`config.mk`:
```
export PLATFORM = sky130hd
export DESIGN_NAME = wb_periph_top
export DESIGN_NICKNAME = d
export VERILOG_FILES = /design/src/common/soc_pkg.sv /design/src/syscon/sys_timer.sv /design/src/syscon/sys_regs.sv /design/src/gpio/gpio_ctrl.sv /design/src/logic/wb_decoder.sv /design/src/logic/wb_periph_top.sv
export VERILOG_INCLUDE_DIRS = /design/src /design/src/common
export SDC_FILE = /design/constraint.sdc
export NUM_CORES = 1
export LEC_CHECK = 0
export BUFFER_PORTS_ARGS = -buffer_cell sky130_fd_sc_hd__buf_2
export CORE_MARGIN = 1.5
export CORE_UTILIZATION = 34
export CTS_BUF_LIST = sky130_fd_sc_hd__clkbuf_8
export CTS_CLUSTER_DIAMETER = 40
export DETAILED_ROUTE_END_ITERATION = 12
export PLACE_DENSITY = 0.62
export SLEW_MARGIN = 20
export SYNTH_ARGS = -nofsm -noshare
export SYNTH_HDL_FRONTEND = slang
export SYNTH_SLANG_ARGS = --single-unit
```
`constraint.sdc`:
```
create_clock -name i_clk -period 6 [get_ports i_clk]
set_input_delay 1.2 -clock i_clk [delete_from_list [all_inputs] [get_ports i_clk]]
set_output_delay 1.2 -clock i_clk [all_outputs]
set_load 0.05 [all_outputs]
```
`src/common/soc_defines.svh`:
```
//************************************************
// Register map of the peripheral bus
// Offsets are byte addresses within a 4 KB slot
// Slaves decode only bits 5:2 of the offset
//************************************************
`ifndef SOC_DEFINES_SVH
`define SOC_DEFINES_SVH

// Values of address bits 15:12
`define SLOT_SYSCON       4'h0
`define SLOT_GPIO         4'h1

// System controller
`define SYS_VERSION_OFS   6'h00
`define SYS_SWIRQ_OFS     6'h04
`define SYS_MTIME_OFS     6'h08
`define SYS_MTIMECMP_OFS  6'h0c

// GPIO block
`define GPIO_OUT_OFS      6'h00
`define GPIO_OE_OFS       6'h04
`define GPIO_IN_OFS       6'h08
`define GPIO_IRQEN_OFS    6'h0c
`define GPIO_IRQSTAT_OFS  6'h10

`define SYS_VERSION       32'h5256_0102
`define MTIMECMP_RESET    32'hffff_ffff

`endif

```
`src/common/soc_pkg.sv`:
```
//************************************************
// Wishbone classic request and response carriers
// No err, rty, cti or bte lines are carried
//************************************************
`default_nettype none

package soc_pkg;

   typedef logic [15:0] wb_adr_t;
   typedef logic [31:0] wb_data_t;
   typedef logic [3:0]  wb_sel_t;
   typedef logic [31:0] gpio_t;

   // 55 bits from master to slave
   typedef struct packed {
      wb_adr_t  adr;
      wb_data_t dat;
      wb_sel_t  sel;
      logic     we;
      logic     cyc;
      logic     stb;
   } wb_req_t;

   // 33 bits from slave to master
   typedef struct packed {
      wb_data_t dat;
      logic     ack;
   } wb_rsp_t;

   typedef struct packed {
      logic timer;
      logic sw3;
      logic sw4;
      logic gpio;
   } irq_t;

   // Byte select widened to a bit mask
   function automatic wb_data_t sel_mask(input wb_sel_t sel);
      wb_data_t mask;
      for (int i = 0; i < 4; i++) begin
         mask[8*i +: 8] = {8{sel[i]}};
      end
      return mask;
   endfunction

endpackage

`default_nettype wire

```
`src/syscon/sys_timer.sv`:
```
//************************************************
// 32-bit machine timer that counts every clock
// mtime wraps silently and cannot be written
//************************************************
`timescale 1ns/1ps
`default_nettype none
`include "soc_defines.svh"

module sys_timer import soc_pkg::*; (
   input  logic     i_clk,
   input  logic     i_arst_n,
   input  logic     i_cmp_we,
   input  wb_sel_t  i_cmp_sel,
   input  wb_data_t i_cmp_wdata,
   output wb_data_t o_mtime,
   output wb_data_t o_mtimecmp,
   output logic     o_timer_irq
);

   wb_data_t mtime;
   wb_data_t mtimecmp;
   wb_data_t cmp_mask;

   assign cmp_mask = sel_mask(i_cmp_sel);

   always_ff @(posedge i_clk or negedge i_arst_n) begin
      if (!i_arst_n) begin
         mtime       <= '0;
         mtimecmp    <= `MTIMECMP_RESET;
         o_timer_irq <= 1'b0;
      end else begin
         mtime <= mtime + 32'd1;
         // Byte merge under sel
         if (i_cmp_we) begin
            mtimecmp <= (mtimecmp & ~cmp_mask) | (i_cmp_wdata & cmp_mask);
         end
         o_timer_irq <= (mtime >= mtimecmp);
      end
   end

   assign o_mtime    = mtime;
   assign o_mtimecmp = mtimecmp;

endmodule

`default_nettype wire

```
`src/syscon/sys_regs.sv`:
```
//************************************************
// System controller registers
// Software irq bits take byte 0 of sel only
// Version and mtime are read only
//************************************************
`timescale 1ns/1ps
`default_nettype none
`include "soc_defines.svh"

module sys_regs import soc_pkg::*; (
   input  logic    i_clk,
   input  logic    i_arst_n,
   input  wb_req_t i_req,
   output wb_rsp_t o_rsp,
   output logic    o_timer_irq,
   output logic    o_sw_irq3,
   output logic    o_sw_irq4
);

   logic       ack;
   logic       req;
   logic       wr;
   logic [5:0] ofs;
   logic [1:0] sw_irq;
   logic       cmp_we;
   wb_data_t   mtime;
   wb_data_t   mtimecmp;
   wb_data_t   rdat;

   // New request, not yet acked
   assign req    = i_req.cyc & i_req.stb & ~ack;
   assign wr     = req & i_req.we;
   assign ofs    = {i_req.adr[5:2], 2'b00};
   assign cmp_we = wr & (ofs == `SYS_MTIMECMP_OFS);

   sys_timer timer (
      .i_clk       (i_clk),
      .i_arst_n    (i_arst_n),
      .i_cmp_we    (cmp_we),
      .i_cmp_sel   (i_req.sel),
      .i_cmp_wdata (i_req.dat),
      .o_mtime     (mtime),
      .o_mtimecmp  (mtimecmp),
      .o_timer_irq (o_timer_irq)
   );

   always_ff @(posedge i_clk or negedge i_arst_n) begin
      if (!i_arst_n) begin
         ack    <= 1'b0;
         sw_irq <= 2'b00;
      end else begin
         ack <= req;
         if (wr && (ofs == `SYS_SWIRQ_OFS) && i_req.sel[0]) begin
            sw_irq <= i_req.dat[1:0];
         end
      end
   end

   //************************************************
   // Read mux sampled with the ack
   //************************************************
   always_ff @(posedge i_clk) begin
      if (req) begin
         case (ofs)
            `SYS_VERSION_OFS:  rdat <= `SYS_VERSION;
            `SYS_SWIRQ_OFS:    rdat <= {30'd0, sw_irq};
            `SYS_MTIME_OFS:    rdat <= mtime;
            `SYS_MTIMECMP_OFS: rdat <= mtimecmp;
            default:           rdat <= '0;
         endcase
      end
   end

   assign o_rsp     = '{dat: rdat, ack: ack};
   assign o_sw_irq3 = sw_irq[0];
   assign o_sw_irq4 = sw_irq[1];

endmodule

`default_nettype wire

```
`src/gpio/gpio_ctrl.sv`:
```
//************************************************
// 32-bit GPIO with rising edge interrupts
// Pin changes show in the input register after
// three clocks. Narrower pulses may be missed
//************************************************
`timescale 1ns/1ps
`default_nettype none
`include "soc_defines.svh"

module gpio_ctrl import soc_pkg::*; (
   input  logic    i_clk,
   input  logic    i_arst_n,
   input  wb_req_t i_req,
   output wb_rsp_t o_rsp,
   input  gpio_t   i_gpio,
   output gpio_t   o_gpio,
   output gpio_t   o_gpio_oe,
   output logic    o_gpio_irq
);

   logic       ack;
   logic       req;
   logic       wr;
   logic [5:0] ofs;
   wb_data_t   wmask;
   wb_data_t   rdat;

   gpio_t      out_q;
   gpio_t      oe_q;
   gpio_t      irqen_q;
   gpio_t      stat_q;
   gpio_t      stat_clr;
   gpio_t      meta_q;
   gpio_t      sync_q;
   gpio_t      prev_q;
   gpio_t      rise;

   assign req   = i_req.cyc & i_req.stb & ~ack;
   assign wr    = req & i_req.we;
   assign ofs   = {i_req.adr[5:2], 2'b00};
   assign wmask = sel_mask(i_req.sel);

   //************************************************
   // Control registers
   //************************************************
   always_ff @(posedge i_clk or negedge i_arst_n) begin
      if (!i_arst_n) begin
         ack     <= 1'b0;
         out_q   <= '0;
         oe_q    <= '0;
         irqen_q <= '0;
      end else begin
         ack <= req;
         if (wr) begin
            case (ofs)
               `GPIO_OUT_OFS:   out_q   <= (out_q & ~wmask) | (i_req.dat & wmask);
               `GPIO_OE_OFS:    oe_q    <= (oe_q & ~wmask) | (i_req.dat & wmask);
               `GPIO_IRQEN_OFS: irqen_q <= (irqen_q & ~wmask) | (i_req.dat & wmask);
               default:         ;
            endcase
         end
      end
   end

   //************************************************
   // Input sync and edge capture
   //************************************************
   assign rise     = sync_q & ~prev_q & irqen_q;
   assign stat_clr = (wr && (ofs == `GPIO_IRQSTAT_OFS)) ? (i_req.dat & wmask) : '0;

   always_ff @(posedge i_clk or negedge i_arst_n) begin
      if (!i_arst_n) begin
         meta_q <= '0;
         sync_q <= '0;
         prev_q <= '0;
         stat_q <= '0;
      end else begin
         meta_q <= i_gpio;
         sync_q <= meta_q;
         prev_q <= sync_q;
         // A new edge beats a write one to clear
         stat_q <= (stat_q & ~stat_clr) | rise;
      end
   end

   always_ff @(posedge i_clk) begin
      if (req) begin
         case (ofs)
            `GPIO_OUT_OFS:     rdat <= out_q;
            `GPIO_OE_OFS:      rdat <= oe_q;
            `GPIO_IN_OFS:      rdat <= sync_q;
            `GPIO_IRQEN_OFS:   rdat <= irqen_q;
            `GPIO_IRQSTAT_OFS: rdat <= stat_q;
            default:           rdat <= '0;
         endcase
      end
   end

   assign o_rsp      = '{dat: rdat, ack: ack};
   assign o_gpio     = out_q;
   assign o_gpio_oe  = oe_q;
   assign o_gpio_irq = |stat_q;

endmodule

`default_nettype wire

```
`src/logic/wb_decoder.sv`:
```
//************************************************
// Slot decoder on address bits 15:12
// Unmapped slots are acked with zero data, and
// writes to them are dropped
//************************************************
`timescale 1ns/1ps
`default_nettype none
`include "soc_defines.svh"

module wb_decoder import soc_pkg::*; (
   input  logic    i_clk,
   input  logic    i_arst_n,
   input  wb_req_t i_wb,
   output wb_rsp_t o_wb,
   output wb_req_t o_sys_req,
   output wb_req_t o_gpio_req,
   input  wb_rsp_t i_sys_rsp,
   input  wb_rsp_t i_gpio_rsp
);

   logic [3:0] slot;
   logic       hit_sys;
   logic       hit_gpio;
   logic       miss_ack;

   assign slot     = i_wb.adr[15:12];
   assign hit_sys  = (slot == `SLOT_SYSCON);
   assign hit_gpio = (slot == `SLOT_GPIO);

   // Only the addressed slave sees stb
   always_comb begin
      o_sys_req      = i_wb;
      o_sys_req.stb  = i_wb.stb & hit_sys;
      o_gpio_req     = i_wb;
      o_gpio_req.stb = i_wb.stb & hit_gpio;
   end

   //************************************************
   // Responder for unmapped slots
   //************************************************
   always_ff @(posedge i_clk or negedge i_arst_n) begin
      if (!i_arst_n) begin
         miss_ack <= 1'b0;
      end else begin
         miss_ack <= i_wb.cyc & i_wb.stb & ~hit_sys & ~hit_gpio & ~miss_ack;
      end
   end

   // Request is held until ack, so the live slot picks the response
   always_comb begin
      case (slot)
         `SLOT_SYSCON: o_wb = i_sys_rsp;
         `SLOT_GPIO:   o_wb = i_gpio_rsp;
         default:      o_wb = '{dat: '0, ack: miss_ack};
      endcase
   end

endmodule

`default_nettype wire

```
`src/logic/wb_periph_top.sv`:
```
//************************************************
// Peripheral side of the SoC behind one Wishbone
// classic port. Every access takes one cycle.
// GPIO pads are split into out, oe and in, so a
// board wrapper has to build the tristate
//************************************************
`timescale 1ns/1ps
`default_nettype none

module wb_periph_top import soc_pkg::*; (
   input  logic    i_clk,
   input  logic    i_arst_n,
   input  wb_req_t i_wb,
   output wb_rsp_t o_wb,
   input  gpio_t   i_gpio,
   output gpio_t   o_gpio,
   output gpio_t   o_gpio_oe,
   output irq_t    o_irq
);

   wb_req_t sys_req;
   wb_req_t gpio_req;
   wb_rsp_t sys_rsp;
   wb_rsp_t gpio_rsp;

   logic    timer_irq;
   logic    sw_irq3;
   logic    sw_irq4;
   logic    gpio_irq;

   wb_decoder decoder (
      .i_clk      (i_clk),
      .i_arst_n   (i_arst_n),
      .i_wb       (i_wb),
      .o_wb       (o_wb),
      .o_sys_req  (sys_req),
      .o_gpio_req (gpio_req),
      .i_sys_rsp  (sys_rsp),
      .i_gpio_rsp (gpio_rsp)
   );

   sys_regs syscon (
      .i_clk       (i_clk),
      .i_arst_n    (i_arst_n),
      .i_req       (sys_req),
      .o_rsp       (sys_rsp),
      .o_timer_irq (timer_irq),
      .o_sw_irq3   (sw_irq3),
      .o_sw_irq4   (sw_irq4)
   );

   gpio_ctrl gpio (
      .i_clk      (i_clk),
      .i_arst_n   (i_arst_n),
      .i_req      (gpio_req),
      .o_rsp      (gpio_rsp),
      .i_gpio     (i_gpio),
      .o_gpio     (o_gpio),
      .o_gpio_oe  (o_gpio_oe),
      .o_gpio_irq (gpio_irq)
   );

   // Interrupt levels towards the core
   assign o_irq = '{timer: timer_irq,
                    sw3:   sw_irq3,
                    sw4:   sw_irq4,
                    gpio:  gpio_irq};

endmodule

`default_nettype wire

```
### After elaboration in Yosys (flattened, before gate mapping)

Cells that the tools add are included.

| word-level totals | value |
|---|---|
| bits in registers | 358 |
| bits in latches | 0 |
| bits in writable memories | 0 |
| memory bits (read-only) | 0 |
| bits of input ports | 89 |
| output and inout bits | 101 |
| word-level logic and storage cells | 70 |
| memories kept | 0 |

| cells by class | value |
|---|---|
| add/sub/neg operators | 1 |
| multipliers | 0 |
| div/mod/pow operators | 0 |
| $lt $le $gt $ge | 1 |
| eq/ne operators | 5 |
| shift-type cells | 0 |
| multiplexer cells | 4 |
| bitwise logic cells | 34 |
| reductions and logical operators | 9 |

Operators by type and width:

| kind | number |
|---|---|
| bitwise AND 32 bit | 8 |
| OR 32 bit | 5 |
| one-hot mux 32 bit (5 select lines) | 1 |
| one-hot mux 32 bit (4 select lines) | 1 |
| inverter 32 bit | 3 |
| one-hot mux 33 bit (2 select lines) | 1 |
| adder 32 x 1 -> 32 bit, second input constant | 1 |
| >= comparator 32 bit | 1 |
| 2-to-1 mux 32 bit | 1 |
| OR reduction 32 bit | 1 |
| bitwise AND 1 bit | 13 |
| == test 4 x 1 -> 1 bit, second input constant | 2 |
| == test 4 x 2 -> 1 bit, second input constant | 2 |
| zero test 6 bit | 1 |
| AND reduction 2 bit | 3 |
| inverter 1 bit | 5 |
| == test 4 x 3 -> 1 bit, second input constant | 1 |
| zero test 4 bit | 1 |
| logical AND 1 bit | 3 |

### Longest topological paths before layout

Gate-level depths: netlist of run 1.

| depth | value |
|---|---|
| depth after elaboration | 10 |
| mapped depth | 7 |
| depth with buffers taken out | 7 |

### Hierarchy

From an unflattened synthesis of run 1, not the netlist that was laid out.

| second synthesis, totals | value |
|---|---|
| cells, all modules | 1197 |
| area, all modules | 15726.3 µm² |

By module, submodules not included:

| module | instances | cells each | area an instance (µm²) |
|---|---|---|---|
| gpio_ctrl | 1 | 607 | 9352.7 |
| sys_timer | 1 | 286 | 3384.5 |
| sys_regs | 1 | 111 | 1556.5 |
| wb_decoder | 1 | 189 | 1402.6 |
| wb_periph_top | 1 | 4 | 30.0 |

### Worst setup path after synthesis of run 1

OpenSTA, ideal clock, no wires.

| path | value |
|---|---|
| path kind | input -> register |
| start point | in i_wb[52] in the netlist's numbering |
| end point | reg syscon.rdat[0] (enable) |
| data arrival time | 4.991 ns |
| data required time | 5.496 ns |
| setup slack | 0.505 ns |
| stages | 3 |
| path buffers | 1 |
| path through | or3_4 > clkbuf_1 > nor4_1 |

| on the way | value |
|---|---|
| cells in the longest elaborated chain, start to end | 4 |

Ends and longest elaborated chain:

| item | line | text |
|---|---|---|
| start, declared | wb_periph_top.sv:13 | `input wb_req_t i_wb,` |
| zero test 4 bit | - |  |
| bitwise AND 1 bit | wb_decoder.sv:33 | `o_sys_req.stb = i_wb.stb & hit_sys;` |
| bitwise AND 1 bit (2 in series) | sys_regs.sv:31 | `assign req = i_req.cyc & i_req.stb & ~ack;` |
| via syscon.req | sys_regs.sv:21 | `logic req;` |
| end signal, assigned | sys_regs.sv:65 | `` `SYS_VERSION_OFS: rdat <= `SYS_VERSION; `` |
| end signal, assigned | sys_regs.sv:66 | `` `SYS_SWIRQ_OFS: rdat <= {30'd0, sw_irq}; `` |
| end signal, assigned | sys_regs.sv:67 | `` `SYS_MTIME_OFS: rdat <= mtime; `` |
| end, declared | sys_regs.sv:28 | `wb_data_t rdat;` |

The timed path passes the listed nets, and every way through them passes these cells.
A chain may end at the register's enable or synchronous reset.

==> flow_summary.ini, run 1 <==
[worst_setup_path]
setup.worst_path.end = o_wb[18]
critPathTopFamily = buffers and inverters
cp_data_required_time_ps = 4800
worst-path-stages = 5
crit_slowest_cell = buf_2
cp-start-kind = primary input
critPathKind = in -> out
cpPeakStageDelay_ps = 570
rr_worst_depth = 5
path_buf_inv = 3
r2r_setup_slack_ps = 3620
r2r-start = gpio.ack$_DFF_PN0_
crit_chain = buf_2 -> buf_4 -> mux2i_1 -> nor2_1 -> buf_2
crit_top_cell = buf_2
cp_max_fo = 25
end_kind = output pin
startpoint = i_wb[51]
crit_arrival_ps = 2880

[synthesis]
avgSynthCellArea_um2 = 13.4
synth.area.mux_share_pct = 16.7
synth_top_family_by_area = multiplexers
synth-seq-cells = 358
syn_nets = 1277
synth_simple_gate_area_share_pct = 9.62
synth_xor_area_share_pct = 1.69
synth_edf_count = 64
seq_area_frac_synth_pct = 60.0
yosys-top-cells-area = dfrtp_1 42%, edfxtp_1 12%, mux2_4 6.2%
netlist_instances = 1155
yosysTopAreaCell = dfrtp_1
synth_top_area_share_pct = 42.2
ys.flop_type = dfrtp_1
yosys_warnings = 0
yosysUniqueCellTypes = 52
synth-async-reset-ratio_pct = 82.1
synth-compound-area-share_pct = 6.61
syn_area_um2 = 15500
synth_fa_ha_area_share_pct = 2.66

[cells_and_area]
syn_to_final_growth_pct = 18.2
final_cells = 2013
nets = 1481
drive_gt1_share_pct = 29.2

[clock_network]
clkLatencyLatePin_ps = 620
cts_tree = built
cts_hold_buffers = 0
cts.sinks = 358
clkTransAtPathRegs_ps = 70
post_cts_resize_count = 0
cts_buffers = 60
clk_path_buf_depth = 3
cts-root-buf = clkbuf_8
h-tree-depth = 2
post_cts_buffers = 0

[grt]
overflow = 0
grt_pass1_vias = 10200
grt_first_pass_wirelength_um = 61800
grtUsageTotal_pct = 17.3
antenna_found_initial = 5
grt_max_degree = 181

[route]
viasPerCell = 4.92
wl_um = 40600
firstDrtPassIters = 5
drtIter0Drc = 723
drcViolationCount = 0
routedWlPerCell_um = 20.2
ant_nets = 0
vias = 9895

[placed_design]
dp_hpwl_um = 29100
dp.cells = 1897
place.gp.congestion = 0.840
numPortBuffers = 181

[sta]
period_minus_slack_ps = 4080
tns_ps = 0
period_share_pct = 68.0
setup_viol = 0
report.final.slew_viol_count = 0
fmaxAchievable_mhz = 245
tightestPinTransition_ps = 999
hold_violations = 0
timing.slew.headroom_pct = 33.1
fin_worst_skew_ps = 20.3
hold_ws_ps = 335
rsz0062_at_grt = false

[outcome]
status = finished clean

[power_and_ir_drop]
irDropWorstVdd_mv = 0.133
power_density_nw_per_um2 = 275
cellLeakagePower_nw = 8.54

[min_path]
hold_depth = 0
hold_class = reg -> reg

[floorplan]
die_x_um = 217
io-pin-count = 190
core_area_um2 = 45200
die_height_um = 217
num_rows = 78
start_util_pct = 34.4
dieArea_um2 = 47000

[job]
cap_violations = 0
==> area by class of cell <==
class,instances,area (µm²)
Tap cell,600,751
Sequential cell,358,9320
Clock inverter,36,221
Inverter,41,154
Multi-Input combinational cell,705,5830
Fill cell,4277,26800
Clock buffer,76,1050
Antenna cell,4,10.0
Timing Repair Buffer,193,1020
==> synthesized netlist by cell type (8+ instances only) <==
cell type	n
a21oi_1	13
a221o_1	32
and3_1	12
buf_2	9
clkbuf_1	27
dfrtp_1	262
dfstp_2	32
edfxtp_1	64
ha_1	33
inv_1	41
mux2_1	64
mux2_4	64
mux2i_1	87
nand2_1	116
nand2_4	8
nand2_8	8
nand3_1	15
nand4_1	14
nor2_1	77
nor4_1	10
o21ai_0	37
o2bb2ai_1	32
xnor2_1	22
xor2_1	8
==> how the worst min path moves through the flow <==
stage | start | endpoint | slack [ps]
6_report | gpio.meta_q[7]$_DFF_PN0_ | gpio.sync_q[7]$_DFF_PN0_ | 330
3_3_place_gp | gpio.meta_q[29]$_DFF_PN0_ | gpio.sync_q[29]$_DFF_PN0_ | 340
2_1_floorplan | gpio.meta_q[0]$_DFF_PN0_ | gpio.sync_q[0]$_DFF_PN0_ | 330
4_1_cts | gpio.meta_q[7]$_DFF_PN0_ | gpio.sync_q[7]$_DFF_PN0_ | 340
3_5_place_dp | gpio.meta_q[16]$_DFF_PN0_ | gpio.sync_q[16]$_DFF_PN0_ | 330
5_1_grt | gpio.meta_q[29]$_DFF_PN0_ | gpio.sync_q[29]$_DFF_PN0_ | 350
==> metal layers <==
metal / vias to the layer above / GRT usage [%] / wire length, µm / share of wire (%)
met5: - / 0 / 0 / 0
met4: 0 / 7.22 / 1530 / 3.8
met3: 85 / 3.09 / 1970 / 4.8
met2: 260 / 27.8 / 19200 / 47
met1: 4982 / 23.1 / 18000 / 44
li1: 4568 / - / - / -
==> per-stage QoR <==
stage               setup WS [ps]  area (µm²)  util, %  total power, W
floorplan                     505       15500        -         0.00272
global placement             1920       17100     37.8         0.00286
detailed placement           1910       17100     37.8         0.00287
CTS                          1910       18300     40.6         0.00511
global route                 1800       18300     40.6         0.00525
finish                       1920       18300     40.6         0.00505
==> cells by family (layout without fill, tap and decap cells) <==
logic type / Yosys count / after routing
flip-flops: 358 / 358
AND/OR/NAND/NOR: 286 / 286
multiplexers: 219 / 219
AO/OA/AOI/OAI: 137 / 137
buffers and inverters: 92 / 346
adder cells (fa/ha/maj): 33 / 33
XOR/XNOR: 30 / 30
other: 0 / 4
==> where the power goes <==
part,total (W),internal [W],switching [W]
logic,0.000273,0.0000786,0.000195
registers,0.00255,0.00252,0.0000266
clock network,0.00223,0.00123,0.00100
==> layout by cell type (no fill, tap or decap), types with 22 or more instances in the layout <==
cell,count
dfrtp_1,262
buf_2,179
nand2_1,116
mux2i_1,87
nor2_1,77
clkbuf_8,76
mux2_4,64
mux2_1,64
edfxtp_1,64
inv_1,56
o21ai_0,37
ha_1,33
a221o_1,32
o2bb2ai_1,32
dfstp_2,32
xnor2_1,22
Note: power is estimated with default switching activity, not from simulation.
==> inputs of run 2 (changes only) <==
==> constraint.sdc (replaced) <==
create_clock -name i_clk -period 4.1 [get_ports i_clk]
set_input_delay 0.82 -clock i_clk [delete_from_list [all_inputs] [get_ports i_clk]]
set_output_delay 0.82 -clock i_clk [all_outputs]
set_load 0.05 [all_outputs]
==> run 2 against run 1 <==
Sequential power is 46% higher. Die area stayed put. Wire length is 0.40% lower. Critical path depth is 1 lower. Register-to-register slack worse by 1900 ps. Via count is 0.59% lower. Core utilization is 0.24 points lower. Flip-flop and latch count stayed put. Clock-buffer cell count is 9 lower. Setup slack worse by 1000 ps.
==> flow_summary.ini, run 2 (synthesized netlist as in run 1, its figures left out) <==
[route]
wl_met3_um = 1810
wl_um = 40500
vias = 9837
drtIter0Drc = 588
ant_nets = 0
top_layer_used = met5
routedWlPerCell_um = 20.2
wl_met1_um = 18500
viasPerCell = 4.90
firstDrtPassIters = 5
wl_met2_um = 18900
drcViolationCount = 0

[sta]
hold_violations = 0
period_share_pct = 78.3
tightestPinTransition_ps = 751
setup_viol = 0
tns_ps = 0
rsz0062_at_grt = false
fin_worst_skew_ps = 15.1
timing.slew.headroom_pct = 49.9
period_minus_slack_ps = 3210
hold_ws_ps = 208
report.final.slew_viol_count = 0
fmaxAchievable_mhz = 312

[clock_network]
cts_hold_buffers = 0
clkTransAtPathRegs_ps = 60
cts_buffers = 55
clk_path_buf_depth = 3
cts_tree = built
cts-root-buf = clkbuf_8
h-tree-depth = 2
post_cts_buffers = 0
cts.sinks = 358
post_cts_resize_count = 0
clkLatencyLatePin_ps = 610

[cells_and_area]
nets = 1480
layout_commonest_cell = dfrtp_1
drive_gt1_share_pct = 28.6
nFillCells = 4250
layout_common_cells = 262 x dfrtp_1, 179 x buf_2, 115 x nand2_1
syn_to_final_growth_pct = 17.5

[power_and_ir_drop]
power_w = 0.00705
switchingPower_w = 0.00171
cellLeakagePower_nw = 8.51
p_int_w = 0.00535
irDropWorstVdd_mv = 0.211
seqPwrFrac_pct = 52.8
power_frac_clock_pct = 41.4
swShare_pct = 24.2
power_frac_comb_pct = 5.7
power_density_nw_per_um2 = 387

[floorplan]
die_height_um = 217
num_rows = 78
die_x_um = 217
core_area_um2 = 45200
dieArea_um2 = 47000
io-pin-count = 190
start_util_pct = 34.4

[grt]
grtUsageTotal_pct = 17.4
grt_max_degree = 87
overflow = 0
antenna_found_initial = 6
grt_pass1_vias = 10200
grt_first_pass_wirelength_um = 62300

[placed_design]
place.gp.congestion = 0.872
dp_hpwl_um = 29400
numPortBuffers = 181

[worst_setup_path]
critPathTopFamily = simple AND/OR/NAND/NOR gates
critPathKind = reg -> out
cp-start-kind = flip-flop
r2r_setup_slack_ps = 1710
cpPeakStageDelay_ps = 650
cp_data_required_time_ps = 3280
end_kind = output pin
path_buf_inv = 1
crit_slowest_cell = nor4_1
crit_arrival_ps = 2390
cp_max_fo = 3
crit_chain = nor4_1 -> nand4_1 -> or2_2 -> buf_2
rr_worst_depth = 7
r2r-end = syscon.timer.o_timer_irq$_DFF_PN0_

[outcome]
status = finished clean

[min_path]
hold_class = in -> async

[job]
cap_violations = 0
==> run 2: cell types whose count changed in the layout (fill, tap and decap cells not counted), sizes merged <==
cell,previous run,this run
clkbuf,76,67
inv,58,64
buf,193,197
clkinv,13,9
diode,4,2
bufinv,2,1
clkinvlp,4,3
==> run 2: worst max-delay path by stage <==
stage                                    startpoint  slack (ps)  cells after the start                  endpoint
after floorplan                            i_wb[52]         330                      3  syscon.rdat[0]$_DFFE_PN_
after global placement                     i_wb[52]         900                      7                 flip-flop
after detailed placement                   i_wb[52]         850                      7                 flip-flop
after CTS                 gpio.stat_q[29]$_DFF_PN0_         750                      4                  o_irq[0]
after global routing      gpio.stat_q[29]$_DFF_PN0_         750                      4                  o_irq[0]
final                     gpio.stat_q[26]$_DFF_PN0_         890                      4                  o_irq[0]
==> run 2: per-stage QoR <==
| stage | cells | utilization (%) | worst slack, ps | instance area [µm²] |
|---|---|---|---|---|
| 2_1_floorplan | 1155 | - | 335 | 15500 |
| 3_3_place_gp | 1901 | 37.9 | 904 | 17100 |
| 3_5_place_dp | 1901 | 37.9 | 855 | 17100 |
| 4_1_cts | 2004 | 40.4 | 751 | 18200 |
| 5_1_grt | 2004 | 40.4 | 750 | 18200 |
| 6_report | 2006 | 40.4 | 891 | 18200 |
==> run 2: routing by layer <==
layer,GRT usage (%),vias up
met2,27.8,234
met3,3.24,73
li1,-,4556
met1,23.6,4970
met4,6.13,4
met5,0,-
==> run 2: final cells by class <==
type | count | area (µm²) | area share [%]
clock inverter | 36 | 184 | 1.01
tap | 600 | 751 | 4.12
sequential | 358 | 9320 | 51.1
multi-input combinational | 705 | 5840 | 32.0
clock buffer | 67 | 922 | 5.05
timing repair buffer | 197 | 1060 | 5.83
inverter | 41 | 154 | 0.844
antenna | 2 | 5.00 | 0.0274
==> run 2: power groups by stage <==
| stage | sequential [W] | clock (W) | combinational [W] |
|---|---|---|---|
| after CTS | 0.00373 | 0.00301 | 0.000412 |
| after floorplan | 0.00380 | 0 | 0.000190 |
| final | 0.00373 | 0.00292 | 0.000404 |
| after global routing | 0.00373 | 0.00318 | 0.000437 |
| after detailed placement | 0.00379 | 0 | 0.000411 |
| after global placement | 0.00379 | 0 | 0.000406 |
